`src/rtl/cpu_pkg.sv`:
```
package cpu_pkg;

typedef logic [31:0] uint32_t;
typedef logic [4:0]  reg_addr_t;

// Tag width caps ROB_DEPTH at 16
localparam int ROB_IDX_W = 4;
typedef logic [ROB_IDX_W-1:0] rob_index_t;

typedef struct packed {
	logic [5:0] opcode;
	reg_addr_t  rs;
	reg_addr_t  rt;
	reg_addr_t  rd;
	logic [4:0] shamt;
	logic [5:0] funct;
} r_fields_t;

typedef struct packed {
	logic [5:0]  opcode;
	reg_addr_t   rs;
	reg_addr_t   rt;
	logic [15:0] imm16;
} i_fields_t;

typedef union packed {
	r_fields_t r_fields;
	i_fields_t i_fields;
} instr_t;

typedef enum logic [3:0] {
	OP_ADDU,
	OP_SUBU,
	OP_AND,
	OP_OR,
	OP_XOR,
	OP_SLT,
	OP_ADDIU,
	OP_ORI,
	OP_LUI
} alu_op_t;

typedef struct packed {
	logic       ready;
	rob_index_t tag;
	uint32_t    value;
} operand_t;

typedef struct packed {
	logic       busy;
	rob_index_t reorder;
} register_status_t;

typedef struct packed {
	alu_op_t    op;
	operand_t   op1;
	operand_t   op2;
	rob_index_t dest;
} rs_entry_t;

typedef struct packed {
	logic      has_dest;
	reg_addr_t dest;
} rob_packet_t;

typedef struct packed {
	logic       valid;
	rob_index_t tag;
	uint32_t    value;
} cdb_packet_t;

typedef struct packed {
	logic      valid;
	reg_addr_t dest;
	uint32_t   value;
} commit_t;

endpackage

```
`src/rtl/instr_commit.sv`:
```
`timescale 1ns/1ps

module instr_commit import cpu_pkg::*; (
	input  logic        clk,
	input  logic        rst_n,
	input  logic        rob_head_valid,
	input  logic        rob_head_done,
	input  rob_index_t  rob_head_tag,
	input  rob_packet_t rob_pop_data,
	input  uint32_t     rob_head_value,
	output logic        rob_pop,
	output logic        reg_we,
	output reg_addr_t   reg_waddr,
	output uint32_t     reg_wdata,
	output logic        commit_wrst,
	output rob_index_t  commit_tag,
	output commit_t     commit
);

// Retire in order, at most one per cycle
assign rob_pop = rob_head_valid && rob_head_done;

assign reg_we      = rob_pop && rob_pop_data.has_dest;
assign reg_waddr   = rob_pop_data.dest;
assign reg_wdata   = rob_head_value;
assign commit_wrst = rob_pop;
assign commit_tag  = rob_head_tag;

always_ff @(posedge clk) begin
	if (!rst_n) begin
		commit.valid <= 1'b0;
	end else begin
		commit.valid <= rob_pop;
	end
	commit.dest  <= rob_pop_data.dest;
	commit.value <= rob_head_value;
end

endmodule

```
`config.mk`:
```
export PLATFORM = sky130hd
export DESIGN_NAME = instr_commit
export DESIGN_NICKNAME = d
export VERILOG_FILES = /design/src/rtl/cpu_pkg.sv /design/src/rtl/instr_commit.sv
export SDC_FILE = /design/constraint.sdc
export NUM_CORES = 1
export LEC_CHECK = 0
export ABC_AREA = 1
export BUFFER_PORTS_ARGS = -buffer_cell sky130_fd_sc_hd__buf_2
export CORE_ASPECT_RATIO = 1.75
export CORE_UTILIZATION = 32
export CTS_CLUSTER_SIZE = 24
export DETAILED_ROUTE_END_ITERATION = 6
export PLACE_DENSITY = 0.78
export SYNTH_ARGS = -nofsm -noshare
export SYNTH_HDL_FRONTEND = slang
export SYNTH_SLANG_ARGS = --single-unit
```
`constraint.sdc`:
```
create_clock -name clk -period 0.8 [get_ports clk]
set_input_delay 0.04 -clock clk [delete_from_list [all_inputs] [get_ports clk]]
set_output_delay 0.04 -clock clk [all_outputs]
set_load 0.03 [all_outputs]
```
==> out/summary.txt <==
die width: 46.29 um
Crit Path Class: reg -> out
Internal Power: 3.152 mW
Tmin final: 0.7905 ns
WL met2: 1913 um
largest net degree at the start of global routing: 13
num ports: 128
top-area cell type share of the netlist area: 69.25%
slowest cell on the critical path: dfxtp_1
layout cells sized above 1: 78.47%
most frequent cells after synthesis: buf_4, dfxtp_1, inv_1
register area share after synthesis: 69.25%
Layout area overhead: 99.54%
synthesis-stage register bit count: 38
DRT Pass-1 Iters: 2
Crit. path cell count: 1
core area: 3209 sq um
Startpoint Class: flip-flop
Logic pwr share: 23.3%
Synth Net Count: 132
DPL Wire Length: 1846 um
outcome: complete, no violations
highest clock rate: 1265 MHz
Synth cell types: 5
ys flop type: dfxtp_1
Syn. warnings: 0
fraction of power spent switching nets: 28.32%
maximum VDD drop: 1.472 mV
H-Tree Depth: 2
fin crit share: 98.81%
largest registers: commit: 38 flops
Bufs on Longest Clock Path: 2
global-route wire length before repair: 3822 um
clock share of power: 29.9%
vias in the first global route: 901
final setup violation count: 0
highest metal used: met4
ant diodes: 0
Die Y: 79.51 um
Req. time, crit path: 0.76 ns
Final Hold Fails: 0
Core Util, Final: 68.30%
top-count cell post-synth: buf_4
root buffer cell: clkbuf_8
Crit. End Element: primary output
Vias/cell: 3.794
Worst Hold Depth: 3
Syn Area/Cell: 12.77 sq um
Slew headroom: 88.22%
main area contributors after synthesis: dfxtp_1, buf_4, inv_1, nor2_1, nand2_1
hold_ws: 0.01907 ns
Most flops, register: commit
CTS buffer count: 5
CTS tree: yes
Final Max Tran Viols: 0
net switching power: 1.246 mW
fin nets: 254
FFs w/ async S/R, synth: 0%
M1 WL: 890 um
CP Max Fanout: 1
Leak: 1.103 nW
initial DRC count: 4
drt wl/cell: 12.39 um
biggest area consumer among synthesized cells: dfxtp_1
# fillers: 227
max FFs per register: 38
Remaining DRCs: 0
crit-path cells: buf_6
placement row count: 27
Die Area: 3681 sq um
RD Place Congestion: 0.7030
grt ovf: 0
Pwr Density: 2006 nW/um^2
initial antenna violation count: 0
Worst-Margin Slew: 0.1780 ns
synthesized instance count: 86
initial core utilization: 34.23%
drt total wl: 3122 um
Max Cap Viol: 0
Clk pin slew, worst setup/hold paths: 0.07 ns
via count: 956
cell area after synthesis: 1099 sq um
clk sinks: 38
Critical Path AT: 0.75 ns
max incr delay on CP: 0.34 ns
Hold WC Path Type: in -> reg
crit-path leading delay family: flip-flops
number of antenna-violating nets in the routed design: 0
Flop pwr share: 46.8%
met3 wire len: 209 um
Overall Global Routing Usage: 15.62%
RSZ-0062 raised after global routing: true
Crit path buffers/inverters: 1
Post-synth EDFFs: 0
I/O Buffers: 119
[layout make-up]
type,count,area [sq um],share of cell area [%]
clock buffers,6,82.58,3.767
repair buffers,157,1214,55.37
clock inverters,2,12.51,0.5708
well taps,43,53.80,2.454
flip-flops and latches,38,807.0,36.82
multi-input cells,3,11.26,0.5137
inverters,3,11.26,0.5137
[per-stage QoR]
stage	setup slack (ns)	std cells	power, mW	cell area (sq um)	TNS (ns)
after CTS	0.001100	252	4.369	2053	0
after global placement	0.2879	206	2.800	1433	0
final	0.009500	252	4.398	2192	0
after detailed placement	0.2726	206	2.810	1433	0
after floorplan	0.2265	86	2.679	1099	0
after global routing	-0.01886	252	4.597	2192	-0.06761
[timing repair]
item                                    4_1_cts  5_1_grt
gates resized for setup                      54       59
endpoints found under the hold margin        38        0
buffers inserted                              0        0
hold buffers                                 38        0
endpoints found under the setup margin       38       38
gates cloned                                  0        0
[cell usage in the layout (no fill, tap or decap)]
| cell type | instances |
|---|---|
| nor2_1 | 2 |
| dfxtp_1 | 1 |
| clkbuf_8 | 6 |
| clkinv_2 | 1 |
| buf_2 | 81 |
| buf_6 | 38 |
| dfxtp_2 | 37 |
| dlygate4sd3_1 | 38 |
| inv_1 | 3 |
| clkinvlp_4 | 1 |
| nand2_1 | 1 |
[worst paths after layout]
check           from    endpoint  slack (ns)
min    rob_head_done  commit[37]        0.02
max       commit[20]  commit[20]        0.01
[cell families after synthesis]
| family | share of synthesized area [%] |
|---|---|
| buffers and inverters | 29.73 |
| and+or+nand+nor | 1.025 |
| DFF | 69.25 |
[power groups by stage]
stage	clock, mW	combinational [mW]	sequential [mW]
after global routing	1.46	1.07	2.07
final	1.31	1.02	2.06
after detailed placement	0	0.755	2.06
after CTS	1.38	0.968	2.03
after global placement	0	0.748	2.05
after floorplan	0	0.409	2.27
[layer usage]
layer | vias up | GRT usage, %
li1 | 460 | -
met1 | 427 | 9.618
met2 | 59 | 30.14
met3 | 10 | 6.787
met4 | 0 | 11.76
met5 | - | 0
(Power assumes the default switching activity.)
