**config.mk**
```make
export PLATFORM = sky130hd
export DESIGN_NAME = rob
export DESIGN_NICKNAME = d
export VERILOG_FILES = /design/src/rtl/cpu_pkg.sv /design/src/rtl/rob.sv
export SDC_FILE = /design/constraint.sdc
export NUM_CORES = 1
export LEC_CHECK = 0
export BUFFER_PORTS_ARGS = -buffer_cell sky130_fd_sc_hd__buf_2
export CAP_MARGIN = 20
export CORE_MARGIN = 1
export CORE_UTILIZATION = 40
export CTS_CLUSTER_DIAMETER = 150
export DETAILED_ROUTE_END_ITERATION = 10
export GPL_ROUTABILITY_DRIVEN = 1
export GPL_TIMING_DRIVEN = 0
export PLACE_DENSITY = 0.7
export SLEW_MARGIN = 10
export SYNTH_ARGS = -nofsm -noshare
export SYNTH_HDL_FRONTEND = slang
export SYNTH_SLANG_ARGS = --single-unit
```
**constraint.sdc**
```tcl
create_clock -name clk -period 8.05 [get_ports clk]
set_clock_uncertainty 0.05 [all_clocks]
set_input_delay 0.4025 -clock clk [delete_from_list [all_inputs] [get_ports clk]]
set_output_delay 0.4025 -clock clk [all_outputs]
set_load 0.03 [all_outputs]
```
**src/rtl/cpu_pkg.sv**
```systemverilog
package cpu_pkg;

typedef logic [31:0] uint32_t;
typedef logic [4:0]  reg_addr_t;

// Tag width caps ROB_DEPTH at 16
localparam int ROB_IDX_W = 4;
typedef logic [ROB_IDX_W-1:0] rob_index_t;

typedef struct packed {
	logic [5:0] opcode;
	reg_addr_t  rs;
	reg_addr_t  rt;
	reg_addr_t  rd;
	logic [4:0] shamt;
	logic [5:0] funct;
} r_fields_t;

typedef struct packed {
	logic [5:0]  opcode;
	reg_addr_t   rs;
	reg_addr_t   rt;
	logic [15:0] imm16;
} i_fields_t;

typedef union packed {
	r_fields_t r_fields;
	i_fields_t i_fields;
} instr_t;

typedef enum logic [3:0] {
	OP_ADDU,
	OP_SUBU,
	OP_AND,
	OP_OR,
	OP_XOR,
	OP_SLT,
	OP_ADDIU,
	OP_ORI,
	OP_LUI
} alu_op_t;

typedef struct packed {
	logic       ready;
	rob_index_t tag;
	uint32_t    value;
} operand_t;

typedef struct packed {
	logic       busy;
	rob_index_t reorder;
} register_status_t;

typedef struct packed {
	alu_op_t    op;
	operand_t   op1;
	operand_t   op2;
	rob_index_t dest;
} rs_entry_t;

typedef struct packed {
	logic      has_dest;
	reg_addr_t dest;
} rob_packet_t;

typedef struct packed {
	logic       valid;
	rob_index_t tag;
	uint32_t    value;
} cdb_packet_t;

typedef struct packed {
	logic      valid;
	reg_addr_t dest;
	uint32_t   value;
} commit_t;

endpackage

```
**src/rtl/rob.sv**
```systemverilog
`timescale 1ns/1ps

module rob import cpu_pkg::*; #(
	parameter int ROB_DEPTH = 8
) (
	input  logic             clk,
	input  logic             rst_n,
	input  logic             push,
	input  rob_packet_t      data_i,
	output rob_index_t       reorder,
	output logic             full,
	input  logic             pop,
	output logic             head_valid,
	output logic             head_done,
	output rob_index_t       head_tag,
	output rob_packet_t      data_o,
	output uint32_t          head_value,
	input  cdb_packet_t      cdb,
	input  rob_index_t [1:0] rob_raddr,
	output logic       [1:0] rob_rdata_valid,
	output uint32_t    [1:0] rob_rdata
);

localparam int PTR_W = $clog2(ROB_DEPTH);

rob_packet_t          packets [ROB_DEPTH];
uint32_t              values  [ROB_DEPTH];
logic [ROB_DEPTH-1:0] done;
logic [PTR_W-1:0]     head;
logic [PTR_W-1:0]     tail;
logic [PTR_W:0]       count;
logic [PTR_W-1:0]     cdb_ptr;

assign cdb_ptr = cdb.tag[PTR_W-1:0];

always_ff @(posedge clk) begin
	if (!rst_n) begin
		head  <= '0;
		tail  <= '0;
		count <= '0;
	end else begin
		if (push) begin
			tail <= tail + 1'b1;
		end
		if (pop) begin
			head <= head + 1'b1;
		end
		case ({push, pop})
			2'b10:   count <= count + 1'b1;
			2'b01:   count <= count - 1'b1;
			default: count <= count;
		endcase
	end
end

always_ff @(posedge clk) begin
	if (!rst_n) begin
		done <= '0;
	end else begin
		if (push) begin
			done[tail] <= 1'b0;
		end
		if (cdb.valid) begin
			done[cdb_ptr] <= 1'b1;
		end
	end
end

always_ff @(posedge clk) begin
	if (push) begin
		packets[tail] <= data_i;
	end
	if (cdb.valid) begin
		values[cdb_ptr] <= cdb.value;
	end
end

assign reorder    = rob_index_t'(tail);
assign full       = (count == (PTR_W + 1)'(ROB_DEPTH));
assign head_valid = (count != '0);
assign head_done  = done[head];
assign head_tag   = rob_index_t'(head);
assign data_o     = packets[head];
assign head_value = values[head];

// Operand lookup by ROB tag
for (genvar i = 0; i < 2; i++) begin : g_lookup
	logic [PTR_W-1:0] ptr;

	assign ptr                = rob_raddr[i][PTR_W-1:0];
	assign rob_rdata_valid[i] = done[ptr];
	assign rob_rdata[i]       = values[ptr];
end

endmodule

```
==> results.md <==
* Async SR Flop Fraction at 0%
* CTS root buf: clkbuf_16
* Routed Antenna Nets at 0
* Post-synth cell types at 31
* Iter 0 DRT Violations at 795
* Vias per inst at 5.94
* Max stage delay on crit path at 0.72 ns
* Share of cells above drive strength 1 at 56.0%
* Hold-critical path depth at 1
* H-tree levels at 2
* Synth warn at 0
* Synth area leaders: edfxtp_1 (56%), mux4_2 (29%), mux2_2 (7.2%), dfxtp_1 (2.6%), buf_6 (0.62%)
* Min Hold Slack at 0.0925 ns
* Synth top area share at 55.8%
* Rel. slew slack at 36.6%
* Later-pin clock latency in the skew report at 0.53 ns
* Total Wirelength at 43.4 mm
* Flop and latch count out of synthesis at 325
* Clock Path Buffers at 3
* Primary FF master, synth: edfxtp_1
* First-pass GRT wire length at 63.5 mm
* CTS clock-pin slew for the worst setup and hold paths at 0.06 ns
* Outcome: complete, no violations
* Final Hold Fails at 0
* Largest net degree at the start of global routing at 21
* CTS tree: done
* Synth area leader: edfxtp_1
* Max Clk Rate at 295 MHz
* Crit. End Element: primary output
* Synthesized area at 16400 µm²
* Syn avg cell area at 20.7 µm²
* Clock buffer count from CTS at 35
* Setup repair bufs after CTS at 0
* Clock sink total at 325
* Register-to-Register Path Depth at 7
* Tcrit/Tclk final at 42.1%
* Core area at 40000 µm²
* CP Data Required Time at 7.60 ns
* Drt first pass iters at 7
* Vias in the first global route at 9778
* RSZ-0062 raised after global routing: no
* Post-route minimum period at 3.39 ns
* Chip width at 204 µm
* Die area at 41700 µm²
* Hpwl dp at 29.2 mm
* Post-CTS resize count at 0
* Number of remaining DRC errors at 0
* Initial Util at 40.9%
* Fin nets at 1063
* DR WL/cell at 27.9 µm
* Arr. time, crit path at 2.93 ns
* Setup TNS at 0 ns
* Setup violations, final at 0
* Slew Limit Fails at 0
* CTS Hold Buffers Added at 0
* Hold WC Path Type: in -> reg
* Setup Crit Path Kind: reg -> out
* Initial antenna violation count at 4
* Area of placed instances at 18100 µm²
* Actual slew at the worst max-slew pin at 0.951 ns
* Chip height at 204 µm
* Post-route cell area at 19200 µm²
* Via count at 9230
* Cell with the most instances on the worst path: buf_2
* Global Route Usage Sum at 21.2%
* Overflow after GRT at 0
* Critical-path top delay cell: buf_1
* EDFF count, synth at 304
* Setup crit start kind: register
* Routability cong. at 0.769
* Area Overhead vs Synth at 17.5%
* Sequential area share after synthesis at 58.4%
* Mapped Cells at 790
* Leakage at 6.33 nW
* Buffers on Ports at 158
* Peak supply drop at 0.175 mV
* Crit-path cells: buf_2 -> buf_1 -> mux4_2 -> mux2_2 -> buf_2
* PD cells at 221 nW/µm²
* Crit Path Max Fanout at 10
* FP Rows at 73
* # IOs at 170
* Max cap viols at 0
## report_power, final
| group | leakage (nW) | internal, mW | switching, mW |
|---|---|---|---|
| registers | 2.93 | 1.91 | 0.0360 |
| logic | 2.83 | 0.296 | 0.397 |
| clock network | 0.559 | 0.959 | 0.654 |
| total | 6.33 | 3.16 | 1.09 |
## area by class of cell
class	instances	area [µm²]
antenna	1	2.50
buffer	62	338
clock buffer	42	933
clock inverter	21	216
fill	3342	20800
inverter	1	3.75
multi-input combinational	403	6530
sequential	325	9550
tap	525	657
timing repair buffer	175	1000
## metrics by stage
| stage | total power, mW | setup WS, ns | utilization, % | std cells |
|---|---|---|---|---|
| final | 4.25 | 4.66 | 48.1 | 1555 |
| after global placement | 2.66 | 1.50 | 44.5 | 1474 |
| after global routing | 4.38 | 4.59 | 48.1 | 1555 |
| after CTS | 4.28 | 4.66 | 48.0 | 1553 |
| after detailed placement | 2.68 | 5.24 | 45.2 | 1490 |
| after floorplan | 2.45 | 4.67 | - | 791 |
## registers in the layout, summed over array words and instances (netlist names), named ones only
register	count
tail	3
done	8
packets	48
count	4
head	3
values	256
## layout by cell type (no fill, tap or decap), drive strengths merged
cell / instances
a21boi: 1
a21oi: 1
a32o: 1
and2: 8
buf: 217
bufinv: 4
clkbuf: 62
clkinv: 14
clkinvlp: 2
conb: 2
dfxtp: 21
diode: 1
edfxtp: 304
ha: 5
inv: 2
mux2: 105
mux2i: 4
mux4: 210
nand2: 8
nand2b: 8
nor2: 13
nor2b: 9
nor3: 4
nor3b: 1
nor4b: 1
o21a: 6
o21ai: 6
o22ai: 1
or3: 1
or4: 1
xnor2: 3
xor2: 4
## critical path, delay by kind of cell, from the launching register on
kind	cells	cell delay, ns
buffers and inverters	3	1.24
muxes	2	0.73
DFF	1	0.41
## synthesized netlist by cell type (all sizes together), types with 3 or more instances
library cell	instances
o21ai	6
mux2i	4
edfxtp	304
nand2	8
mux4	210
buf	42
nor2b	9
nor3	4
xor2	4
mux2	105
and2	8
clkbuf	20
nand2b	8
nor2	13
xnor2	3
ha	5
o21a	6
dfxtp	21
## worst paths after layout
kind	startpoint	end	slack, ns
worst max-delay path	register	head_value[26]	4.66
worst min-delay path	cdb[0]	values[5][0]	0.09
worst max register to register	count[1]	count[2]	6.34
worst min register to register	count[3]	count[3]	0.43
## layer usage
metal / global-route usage (%) / vias to the layer above / routed length (µm)
met1: 28.2 / 4912 / 17700
li1: - / 3868 / -
met4: 6.80 / 6 / 1160
met2: 35.4 / 365 / 21800
met5: 0 / - / 44
met3: 3.86 / 79 / 2710
## cell families (layout without fill, tap and decap cells)
kind of cell / Yosys count / in the layout / synth area share [%]
flip-flops: 325 / 325 / 58.4
XOR/XNOR: 7 / 7 / 0.375
multiplexers: 319 / 319 / 36.4
other: 1 / 3 / 0.0229
buffers and inverters: 63 / 301 / 2.09
AO/OA/AOI/OAI: 16 / 16 / 0.635
adder cells (fa/ha/maj): 5 / 5 / 0.382
AND/OR/NAND/NOR: 54 / 54 / 1.74
No activity file was read; power rests on OpenSTA's default activity.
