==> config.mk <==
export PLATFORM = sky130hd
export DESIGN_NAME = instr_issue
export DESIGN_NICKNAME = d
export VERILOG_FILES = /design/src/rtl/cpu_pkg.sv /design/src/rtl/instr_issue.sv
export SDC_FILE = /design/constraint.sdc
export NUM_CORES = 1
export LEC_CHECK = 0
export BUFFER_PORTS_ARGS = -buffer_cell sky130_fd_sc_hd__buf_2
export CORE_AREA = 2 2 163 165
export DETAILED_ROUTE_END_ITERATION = 7
export DIE_AREA = 0 0 165 167
export SLEW_MARGIN = 20
export SYNTH_ARGS = -nofsm -noshare
export SYNTH_HDL_FRONTEND = slang
export SYNTH_SLANG_ARGS = --single-unit
==> constraint.sdc <==
create_clock -name vclk -period 4.52
set_input_delay 0.904 -clock vclk [all_inputs]
set_output_delay 0.904 -clock vclk [all_outputs]
set_load 0.05 [all_outputs]
==> src/rtl/cpu_pkg.sv <==
package cpu_pkg;

typedef logic [31:0] uint32_t;
typedef logic [4:0]  reg_addr_t;

// Tag width caps ROB_DEPTH at 16
localparam int ROB_IDX_W = 4;
typedef logic [ROB_IDX_W-1:0] rob_index_t;

typedef struct packed {
	logic [5:0] opcode;
	reg_addr_t  rs;
	reg_addr_t  rt;
	reg_addr_t  rd;
	logic [4:0] shamt;
	logic [5:0] funct;
} r_fields_t;

typedef struct packed {
	logic [5:0]  opcode;
	reg_addr_t   rs;
	reg_addr_t   rt;
	logic [15:0] imm16;
} i_fields_t;

typedef union packed {
	r_fields_t r_fields;
	i_fields_t i_fields;
} instr_t;

typedef enum logic [3:0] {
	OP_ADDU,
	OP_SUBU,
	OP_AND,
	OP_OR,
	OP_XOR,
	OP_SLT,
	OP_ADDIU,
	OP_ORI,
	OP_LUI
} alu_op_t;

typedef struct packed {
	logic       ready;
	rob_index_t tag;
	uint32_t    value;
} operand_t;

typedef struct packed {
	logic       busy;
	rob_index_t reorder;
} register_status_t;

typedef struct packed {
	alu_op_t    op;
	operand_t   op1;
	operand_t   op2;
	rob_index_t dest;
} rs_entry_t;

typedef struct packed {
	logic      has_dest;
	reg_addr_t dest;
} rob_packet_t;

typedef struct packed {
	logic       valid;
	rob_index_t tag;
	uint32_t    value;
} cdb_packet_t;

typedef struct packed {
	logic      valid;
	reg_addr_t dest;
	uint32_t   value;
} commit_t;

endpackage

==> src/rtl/instr_issue.sv <==
`timescale 1ns/1ps

module instr_issue import cpu_pkg::*; (
	input  logic                   instr_valid,
	input  instr_t                 instr,
	output logic                   instr_ready,
	input  logic                   rob_full,
	input  rob_index_t             rob_reorder,
	output logic                   rob_push,
	output rob_packet_t            rob_push_data,
	input  logic                   rs_full,
	output logic                   rs_push,
	output rs_entry_t              rs_in,
	output reg_addr_t        [3:0] reg_raddr,
	input  uint32_t          [3:0] reg_rdata,
	input  register_status_t [3:0] reg_status,
	output logic                   status_we,
	output reg_addr_t              status_waddr,
	output register_status_t       status_wdata,
	output rob_index_t       [1:0] rob_raddr,
	input  logic             [1:0] rob_rdata_valid,
	input  uint32_t          [1:0] rob_rdata,
	input  cdb_packet_t            cdb
);

alu_op_t   op;
reg_addr_t src1;
reg_addr_t src2;
reg_addr_t dest;
uint32_t   imm;
logic      use_imm;
logic      fire;

function automatic operand_t pick_operand(register_status_t st, uint32_t rf_val,
		logic rob_hit, uint32_t rob_val, cdb_packet_t bus);
	operand_t o;
	o.ready = 1'b1;
	o.tag   = st.reorder;
	o.value = rf_val;
	if (st.busy) begin
		if (rob_hit) begin
			o.value = rob_val;
		end else if (bus.valid && bus.tag == st.reorder) begin
			o.value = bus.value;
		end else begin
			o.ready = 1'b0;
			o.value = '0;
		end
	end
	return o;
endfunction

always_comb begin
	op      = OP_ADDU;
	src1    = instr.r_fields.rs;
	src2    = instr.r_fields.rt;
	dest    = instr.r_fields.rd;
	imm     = '0;
	use_imm = 1'b0;
	case (instr.r_fields.opcode)
		6'h00: begin
			case (instr.r_fields.funct)
				6'h21:   op = OP_ADDU;
				6'h23:   op = OP_SUBU;
				6'h24:   op = OP_AND;
				6'h25:   op = OP_OR;
				6'h26:   op = OP_XOR;
				6'h2a:   op = OP_SLT;
				default: begin
					src1 = '0;
					src2 = '0;
					dest = '0;
				end
			endcase
		end
		6'h09: begin
			op      = OP_ADDIU;
			src1    = instr.i_fields.rs;
			dest    = instr.i_fields.rt;
			use_imm = 1'b1;
			imm     = {{16{instr.i_fields.imm16[15]}}, instr.i_fields.imm16};
		end
		6'h0d: begin
			op      = OP_ORI;
			src1    = instr.i_fields.rs;
			dest    = instr.i_fields.rt;
			use_imm = 1'b1;
			imm     = {16'h0, instr.i_fields.imm16};
		end
		6'h0f: begin
			op      = OP_LUI;
			src1    = '0;
			dest    = instr.i_fields.rt;
			use_imm = 1'b1;
			imm     = {instr.i_fields.imm16, 16'h0};
		end
		// Unknown opcodes become a harmless ADDU into r0
		default: begin
			src1 = '0;
			src2 = '0;
			dest = '0;
		end
	endcase
end

assign reg_raddr = {5'd0, 5'd0, src2, src1};
assign rob_raddr = {reg_status[1].reorder, reg_status[0].reorder};

assign instr_ready = !rob_full && !rs_full;
assign fire        = instr_valid && instr_ready;

assign rob_push      = fire;
assign rob_push_data = '{has_dest: dest != '0, dest: dest};

assign status_we    = fire && dest != '0;
assign status_waddr = dest;
assign status_wdata = '{busy: 1'b1, reorder: rob_reorder};

assign rs_push   = fire;
assign rs_in.op  = op;
assign rs_in.op1 = pick_operand(reg_status[0], reg_rdata[0], rob_rdata_valid[0],
	rob_rdata[0], cdb);
assign rs_in.op2 = use_imm ? operand_t'{ready: 1'b1, tag: '0, value: imm}
	: pick_operand(reg_status[1], reg_rdata[1], rob_rdata_valid[1], rob_rdata[1], cdb);
assign rs_in.dest = rob_reorder;

endmodule

==> results.cfg <==
[synth]
yosys-top-cells-area = nand2_1 13%, o21ai_0 11%, a31oi_1 11%, nand4b_1 11%, buf_4 10%
yosys.area_share.simple_pct = 40.3
synth_top_family_by_area = simple AND/OR/NAND/NOR gates
synthMuxAreaShare_pct = 0
syn-cell-area_um2 = 2740
ys_seq_area_share_pct = 0
syn_avg_cell_area_um2 = 5.55
netlist-cell-type-count = 41
ys_warn_count = 0
synthCells = 494
synth.largest_area_cell = nand2_1
synth_top_area_share_pct = 13.3
synthXorXnorAreaFrac_pct = 3.20
netlist_top_cells_count = 97 x nand2_1, 62 x o21ai_0, 49 x a31oi_1
yosysMostFrequentCell = nand2_1
synth_compound_area_share_pct = 36.6
synth_fa_ha_area_share_pct = 0

[placed_design]
dp_slack_ns = 0.692
placedCellCount = 1090
placement.io_buffers = 323
finalWeightedCongestion = 0.789
dp.final_hpwl_um = 16900

[worst_setup_path]
cp_cell_sequence = buf_2, or4_1, or4_4, nor2_4, a22o_1, buf_2
cp_slowest_cell = or4_4
startpoint_type = input port
critical_path_arrival_ns = 2.93
critPathCaptureType = primary output
cp.buffers_inverters = 2
cpMostUsedCell = buf_2
path_class = input port to primary output
crit_family = simple AND/OR/NAND/NOR gates
crit_required_ns = 3.62
critical_path.max_fanout = 15
max_stage_delay_ns = 0.56

[final_layout]
drive_above_1_share_pct = 46.4
fillers = 3011
nFlopsAndLatches = 0
finalNonFillerCells = 1091
final_net_count = 1047
clkbuf_count = 0
syn_to_final_growth_pct = 64.4
regArea_um2 = 0

[power]
power.density_nw_per_um2 = 141
peakVddDrop_mv = 0.0547
leakage_nw = 2.20

[timing]
finalSetupTns_ns = 0
drv_slew = 0
max_freq_ghz = 0.261
tightest_slew_ns = 0.736
rsz0062_at_grt = no
finalCritPeriodShare_pct = 84.9
worst_slack_ns = 0.681
slew_headroom_pct = 50.7
timing_hold_violations_final = 0
period_needed_ns = 3.84
setup_viol = 0

[routing]
vias_per_cell = 4.34
wl_met3_um = 1390
routed.top_layer = met5
wl_per_cell_um = 18.3
wl_met2_um = 9560
vias = 4731
totalWireLength_um = 19900
remaining_drc_errors = 0
drt_iter0_markers = 284
met1_length_um = 8710
firstDrtPassIters = 6
antenna_left = 0

[hold_path]
hp-class = input port to primary output

[floorplanning]
die_y_um = 167
rows = 59
core_um2 = 25800
die_x_um = 165
ioPinCount = 420
start_util_pct = 10.6
dieArea_um2 = 27600

[global_routing]
grtUsageTotal_pct = 13.2
grt-ovfl-total = 0
grt_max_degree = 45
antenna_found_initial = 6
grt_pass1_wl_um = 27200
grt_pass1_vias = 4173

[clocking]
cts_setup_buffers = 0
cts_resized = 0
hold_buffers = 0

[run]
drv_cap = 0

[outcome]
outcome = finished, final reports clean
kinds of logic after synthesis:
| family | count (synthesis) |
|---|---|
| buffers and inverters | 104 |
| XOR/XNOR | 10 |
| AO/OA/AOI/OAI | 165 |
| other | 2 |
| AND/OR/NAND/NOR | 213 |
metal layers:
layer | GRT usage, % | up-vias
met5 | 0 | -
met3 | 1.87 | 19
li1 | - | 2258
met2 | 23.4 | 241
met1 | 17.4 | 2207
met4 | 1.32 | 6
worst paths after layout:
check | slack (ns) | end | depth (start not counted) | start
worst max-delay path | 0.68 | status_waddr[2] | 6 | instr[28]
worst min-delay path | 1.81 | rs_in[0] | 0 | rob_reorder[0]
where the power goes:
| group | switching [mW] | leakage (nW) | internal (mW) |
|---|---|---|---|
| registers | 0 | 0 | 0 |
| logic | 0.459 | 2.20 | 0.179 |
| clock network | 0 | 0.00000634 | 0.0000000296 |
cells in the final DEF (no fill, tap or decap), drive strengths merged, types with 2 or more instances in the layout:
master	netlist	layout
nand2	97	97
and2	8	8
o41ai	2	2
nor4bb	2	2
nand3	17	17
nand4b	33	33
xor2	8	8
nor3b	2	2
a31oi	49	49
o22ai	2	2
inv	17	17
nand3b	2	2
a21oi	16	16
o21a	10	10
o211ai	15	15
nor4	2	2
a22o	5	5
or4	4	4
o21ai	62	62
nor2	36	36
buf	39	339
conb	2	11
nand2b	3	3
xnor2	2	2
nor3	2	2
per-stage QoR:
| stage | power, mW | utilization (%) | hold WS, ns | cell area [um2] |
|---|---|---|---|---|
| after floorplan | 0.435 | - | 1.98 | 2780 |
| after global placement | 0.636 | 17.5 | 1.81 | 4500 |
| after detailed placement | 0.641 | 17.5 | 1.81 | 4500 |
| after CTS | 0.643 | 17.5 | 1.81 | 4500 |
| after global routing | 0.678 | 17.5 | 1.81 | 4500 |
| final | 0.637 | 17.5 | 1.81 | 4500 |
cell type report:
cell class	instances	area (um2)	share of cell area [%]
Inverter	17	63.8	1.42
Tap cell	335	419	9.31
Antenna cell	1	2.50	0.0556
Multi-Input combinational cell	399	2270	50.3
Timing Repair Buffer	339	1750	38.9
Power figures use the tool's default switching activity.
