`src/rtl/cpu_pkg.sv`:
```
package cpu_pkg;

typedef logic [31:0] uint32_t;
typedef logic [4:0]  reg_addr_t;

// Tag width caps ROB_DEPTH at 16
localparam int ROB_IDX_W = 4;
typedef logic [ROB_IDX_W-1:0] rob_index_t;

typedef struct packed {
	logic [5:0] opcode;
	reg_addr_t  rs;
	reg_addr_t  rt;
	reg_addr_t  rd;
	logic [4:0] shamt;
	logic [5:0] funct;
} r_fields_t;

typedef struct packed {
	logic [5:0]  opcode;
	reg_addr_t   rs;
	reg_addr_t   rt;
	logic [15:0] imm16;
} i_fields_t;

typedef union packed {
	r_fields_t r_fields;
	i_fields_t i_fields;
} instr_t;

typedef enum logic [3:0] {
	OP_ADDU,
	OP_SUBU,
	OP_AND,
	OP_OR,
	OP_XOR,
	OP_SLT,
	OP_ADDIU,
	OP_ORI,
	OP_LUI
} alu_op_t;

typedef struct packed {
	logic       ready;
	rob_index_t tag;
	uint32_t    value;
} operand_t;

typedef struct packed {
	logic       busy;
	rob_index_t reorder;
} register_status_t;

typedef struct packed {
	alu_op_t    op;
	operand_t   op1;
	operand_t   op2;
	rob_index_t dest;
} rs_entry_t;

typedef struct packed {
	logic      has_dest;
	reg_addr_t dest;
} rob_packet_t;

typedef struct packed {
	logic       valid;
	rob_index_t tag;
	uint32_t    value;
} cdb_packet_t;

typedef struct packed {
	logic      valid;
	reg_addr_t dest;
	uint32_t   value;
} commit_t;

endpackage

```
`src/rtl/alu_exec.sv`:
```
`timescale 1ns/1ps

module alu_exec import cpu_pkg::*; #(
	parameter int RS_DEPTH = 4
) (
	input  logic        clk,
	input  logic        rst_n,
	input  logic        rs_push,
	input  rs_entry_t   rs_in,
	output logic        rs_full,
	output cdb_packet_t cdb
);

localparam int IDX_W = $clog2(RS_DEPTH);

rs_entry_t           entries [RS_DEPTH];
logic [RS_DEPTH-1:0] valid;
// Age counts the younger entries still waiting
logic [IDX_W-1:0]    age [RS_DEPTH];
logic [IDX_W-1:0]    free_idx;
logic                sel_valid;
logic [IDX_W-1:0]    sel_idx;
logic [IDX_W-1:0]    sel_age;
rs_entry_t           sel;
uint32_t             result;

assign rs_full = &valid;

always_comb begin
	free_idx = '0;
	for (int i = RS_DEPTH - 1; i >= 0; i--) begin
		if (!valid[i]) begin
			free_idx = IDX_W'(i);
		end
	end
end

// Oldest entry with both operands ready
always_comb begin
	sel_valid = 1'b0;
	sel_idx   = '0;
	sel_age   = '0;
	for (int i = 0; i < RS_DEPTH; i++) begin
		if (valid[i] && entries[i].op1.ready && entries[i].op2.ready &&
				(!sel_valid || age[i] > sel_age)) begin
			sel_valid = 1'b1;
			sel_idx   = IDX_W'(i);
			sel_age   = age[i];
		end
	end
end

always_ff @(posedge clk) begin
	if (!rst_n) begin
		valid <= '0;
		for (int i = 0; i < RS_DEPTH; i++) begin
			age[i] <= '0;
		end
	end else begin
		for (int i = 0; i < RS_DEPTH; i++) begin
			if (rs_push && free_idx == IDX_W'(i)) begin
				valid[i] <= 1'b1;
				age[i]   <= '0;
			end else if (valid[i]) begin
				if (sel_valid && sel_idx == IDX_W'(i)) begin
					valid[i] <= 1'b0;
				end else begin
					age[i] <= age[i] + IDX_W'(rs_push) - IDX_W'(sel_valid && age[i] > sel_age);
				end
			end
		end
	end
end

// Operand wakeup from the CDB
always_ff @(posedge clk) begin
	for (int i = 0; i < RS_DEPTH; i++) begin
		if (rs_push && free_idx == IDX_W'(i)) begin
			entries[i] <= rs_in;
		end else if (cdb.valid) begin
			if (!entries[i].op1.ready && entries[i].op1.tag == cdb.tag) begin
				entries[i].op1.ready <= 1'b1;
				entries[i].op1.value <= cdb.value;
			end
			if (!entries[i].op2.ready && entries[i].op2.tag == cdb.tag) begin
				entries[i].op2.ready <= 1'b1;
				entries[i].op2.value <= cdb.value;
			end
		end
	end
end

assign sel = entries[sel_idx];

always_comb begin
	case (sel.op)
		OP_ADDU, OP_ADDIU: result = sel.op1.value + sel.op2.value;
		OP_SUBU:           result = sel.op1.value - sel.op2.value;
		OP_AND:            result = sel.op1.value & sel.op2.value;
		OP_OR, OP_ORI:     result = sel.op1.value | sel.op2.value;
		OP_XOR:            result = sel.op1.value ^ sel.op2.value;
		OP_SLT:            result = {31'b0, $signed(sel.op1.value) < $signed(sel.op2.value)};
		OP_LUI:            result = sel.op2.value;
		default:           result = '0;
	endcase
end

always_ff @(posedge clk) begin
	if (!rst_n) begin
		cdb.valid <= 1'b0;
	end else begin
		cdb.valid <= sel_valid;
	end
	cdb.tag   <= sel.dest;
	cdb.value <= result;
end

endmodule

```
`config.mk`:
```
export PLATFORM = sky130hd
export DESIGN_NAME = alu_exec
export DESIGN_NICKNAME = d
export VERILOG_FILES = /design/src/rtl/cpu_pkg.sv /design/src/rtl/alu_exec.sv
export SDC_FILE = /design/constraint.sdc
export NUM_CORES = 1
export LEC_CHECK = 0
export BUFFER_PORTS_ARGS = -buffer_cell sky130_fd_sc_hd__buf_2
export CAP_MARGIN = 20
export CELL_PAD_IN_SITES_DETAIL_PLACEMENT = 1
export CELL_PAD_IN_SITES_GLOBAL_PLACEMENT = 1
export CORE_MARGIN = 2
export CORE_UTILIZATION = 50
export DETAILED_ROUTE_END_ITERATION = 16
export PLACE_DENSITY_LB_ADDON = 0.2
export SLEW_MARGIN = 20
export SYNTH_ARGS = -nofsm -noshare
export SYNTH_HDL_FRONTEND = slang
export SYNTH_SLANG_ARGS = --single-unit
```
`constraint.sdc`:
```
create_clock -name clk -period 10.3 [get_ports clk]
set_input_delay 1.545 -clock clk [delete_from_list [all_inputs] [get_ports clk]]
set_output_delay 1.545 -clock clk [all_outputs]
set_load 0.02 [all_outputs]
```
==> results.json <==
{
  "wl_per_cell_um": 26.45,
  "area_growth_pct": 11.69,
  "endpoint_kind": "flip-flop",
  "grt_use_met1": 0.4003,
  "final.period_utilization": 0.8660,
  "drt_pass1_iterations": 5,
  "max_freq_mhz": 112.1,
  "antenna_found_initial": 3,
  "cp_slowest_cell": "a21o_2",
  "hold_start": "entries[2][2]",
  "drt_wl_total_um": 70700,
  "route.detailed.drc": 0,
  "fin_setup_tns_ns": 0,
  "post-cts-setup-buffer-count": 0,
  "ys_seq_area_frac": 0.4950,
  "initial_utilization": 0.5085,
  "setup_viol": 0,
  "async_reset_ff_frac": 0,
  "slew_viol_final": 0,
  "overflow": 0,
  "globalRouteTotalUtil": 0.3112,
  "arrival_ns": 9.40,
  "die_area_mm2": 0.04569,
  "syn_inst": 1974,
  "grt_pass1_vias": 18050,
  "synth_edf_count": 334,
  "worstSetupPathType": "flip-flop to flip-flop",
  "crit_top_cell": "ha_1",
  "rows": 76,
  "ir_worst_vdd_uv": 171.4,
  "ys_types": 80,
  "synthFlopType": "edfxtp_1",
  "top_usage_layer": "met2",
  "grt_pass1_wl_um": 107300,
  "cts.sinks": 377,
  "die_h_um": 213.8,
  "cts_tree": "built",
  "slew_headroom": 0.2389,
  "ys_warn_count": 0,
  "holdCritPathClass": "flip-flop to flip-flop",
  "path_max_fanout": 40,
  "gp_congestion": 0.9263,
  "drt-initial-drc-count": 1548,
  "worstPathRequired_ns": 10.78,
  "syn-cell-area_mm2": 0.02200,
  "vias_per_cell": 6.326,
  "design.core.area_mm2": 0.04327,
  "cts_root_buffer": "clkbuf_16",
  "syn_nets": 2188,
  "die_w_um": 213.8,
  "use_met2": 0.5317,
  "nNetsFinal": 2267,
  "num_vias": 16910,
  "slowest_delay_ns": 0.74,
  "final_common_cell": "edfxtp_1",
  "clk_path_buf_depth": 3,
  "met3_usage": 0.05668,
  "skew_ns": 0.03040,
  "finalHoldViolations": 0,
  "power_mw": 4.117,
  "worst_pin_slew_ns": 1.133,
  "post_synth.cell_area_avg_um2": 11.14,
  "power_density_mw_per_mm2": 167.5,
  "crit_buf_inv": 3,
  "hold_buffers": 0,
  "synth_area_leaders": "edfxtp_1, mux2_2, ha_1",
  "netlist.area_leader.share": 0.4559,
  "cts.clk_slew.worst_paths_ns": 0.06,
  "rsz0062_at_grt": "no",
  "cts-htree-levels": 2,
  "final_cell_mix": "edfxtp_1, mux2_2, nand2_1",
  "ctsResizeCount": 0,
  "status": "finished clean",
  "hpwl_um": 46660,
  "clock_latency_ns": 0.60,
  "cts-buffers-inserted": 43,
  "ys_seq_elements": 377,
  "maxCapViolations": 0,
  "io_buffers": 122,
  "synth_top_area_cell": "edfxtp_1",
  "r2r-start": "valid[0]",
  "critPathLaunchType": "flip-flop",
  "min_period_ns": 8.920,
  "io_pins": 123,
  "grt_max_degree": 49,
  "ant_nets": 0,
  "power_leakage_nw": 9.281,
  "critPathTopFamily": "compound AO/OA/AOI/OAI gates",
  "crit_start": "valid[0]",
  "layout-drive-gt1-share": 0.2190
}
routing by layer:
| layer | vias up | routed length, um |
|---|---|---|
| li1 | 7567 | - |
| met1 | 8614 | 29560 |
| met2 | 600 | 34550 |
| met3 | 125 | 4587 |
| met4 | 4 | 1969 |
| met5 | - | 28 |
worst paths after layout:
kind	slack, ns	end	cells past startpoint
min reg2reg	0.52	cdb[34]	2
max	1.38	cdb[22]	32
min	0.52	cdb[34]	2
max reg2reg	1.38	cdb[22]	32
where the power goes:
group | switching, mW | internal, mW
Sequential | 0.0894 | 1.74
Clock | 0.654 | 0.868
Combinational | 0.494 | 0.267
cell usage after synthesis, types with 21 or more instances:
cell type and n:
a21oi_1 132, a22oi_1 23, buf_2 26, clkbuf_1 74, dfxtp_1 43, edfxtp_1 334
ha_1 127, inv_1 121, mux2_2 194, mux2i_1 74, nand2_1 178, nand3_1 24
nor2_1 93, o211ai_1 21, o21ai_0 101, o221ai_1 27, o22ai_1 67
registers in the layout (all words and copies together) (netlist names):
signal and cells:
entries 328, cdb 37, age 8, valid 4
kinds of logic after synthesis:
| kind of cell | Yosys count | synth area share |
|---|---|---|
| and+or+nand+nor | 397 | 0.08247 |
| adders and majority gates | 129 | 0.07405 |
| DFF | 377 | 0.4950 |
| xor gates and xnor gates | 34 | 0.01354 |
| buffers and inverters | 239 | 0.04311 |
| muxes | 268 | 0.1330 |
| AOI/OAI and AO/OA | 530 | 0.1588 |
per-stage QoR:
stage	util	hold slack, ns	cells	setup WS, ns	instance area [um^2]
6_report	0.5679	0.5248	2673	1.380	24570
5_1_grt	0.5678	0.5608	2672	0.8961	24570
3_3_place_gp	0.5354	0.4596	2592	1.968	23170
2_1_floorplan	-	0.4412	1974	1.958	22000
4_1_cts	0.5673	0.5227	2672	1.459	24540
3_5_place_dp	0.5358	0.4904	2593	1.547	23180
final cells by class:
type                       count  area [um^2]
clock inverter                20        163.9
fill                        4562        18700
multi-input combinational   1358        10290
tap                          585        732.0
antenna                        1        2.502
clock buffer                  59         1199
inverter                     121        454.2
timing repair buffer         152        843.3
sequential                   377        10890
worst min-delay path, delay by kind of cell, from the launching register on:
family,cells,cell delay (ns)
flops,1,0.33
compound gates,2,0.16
No activity file was read; power rests on OpenSTA's default activity.
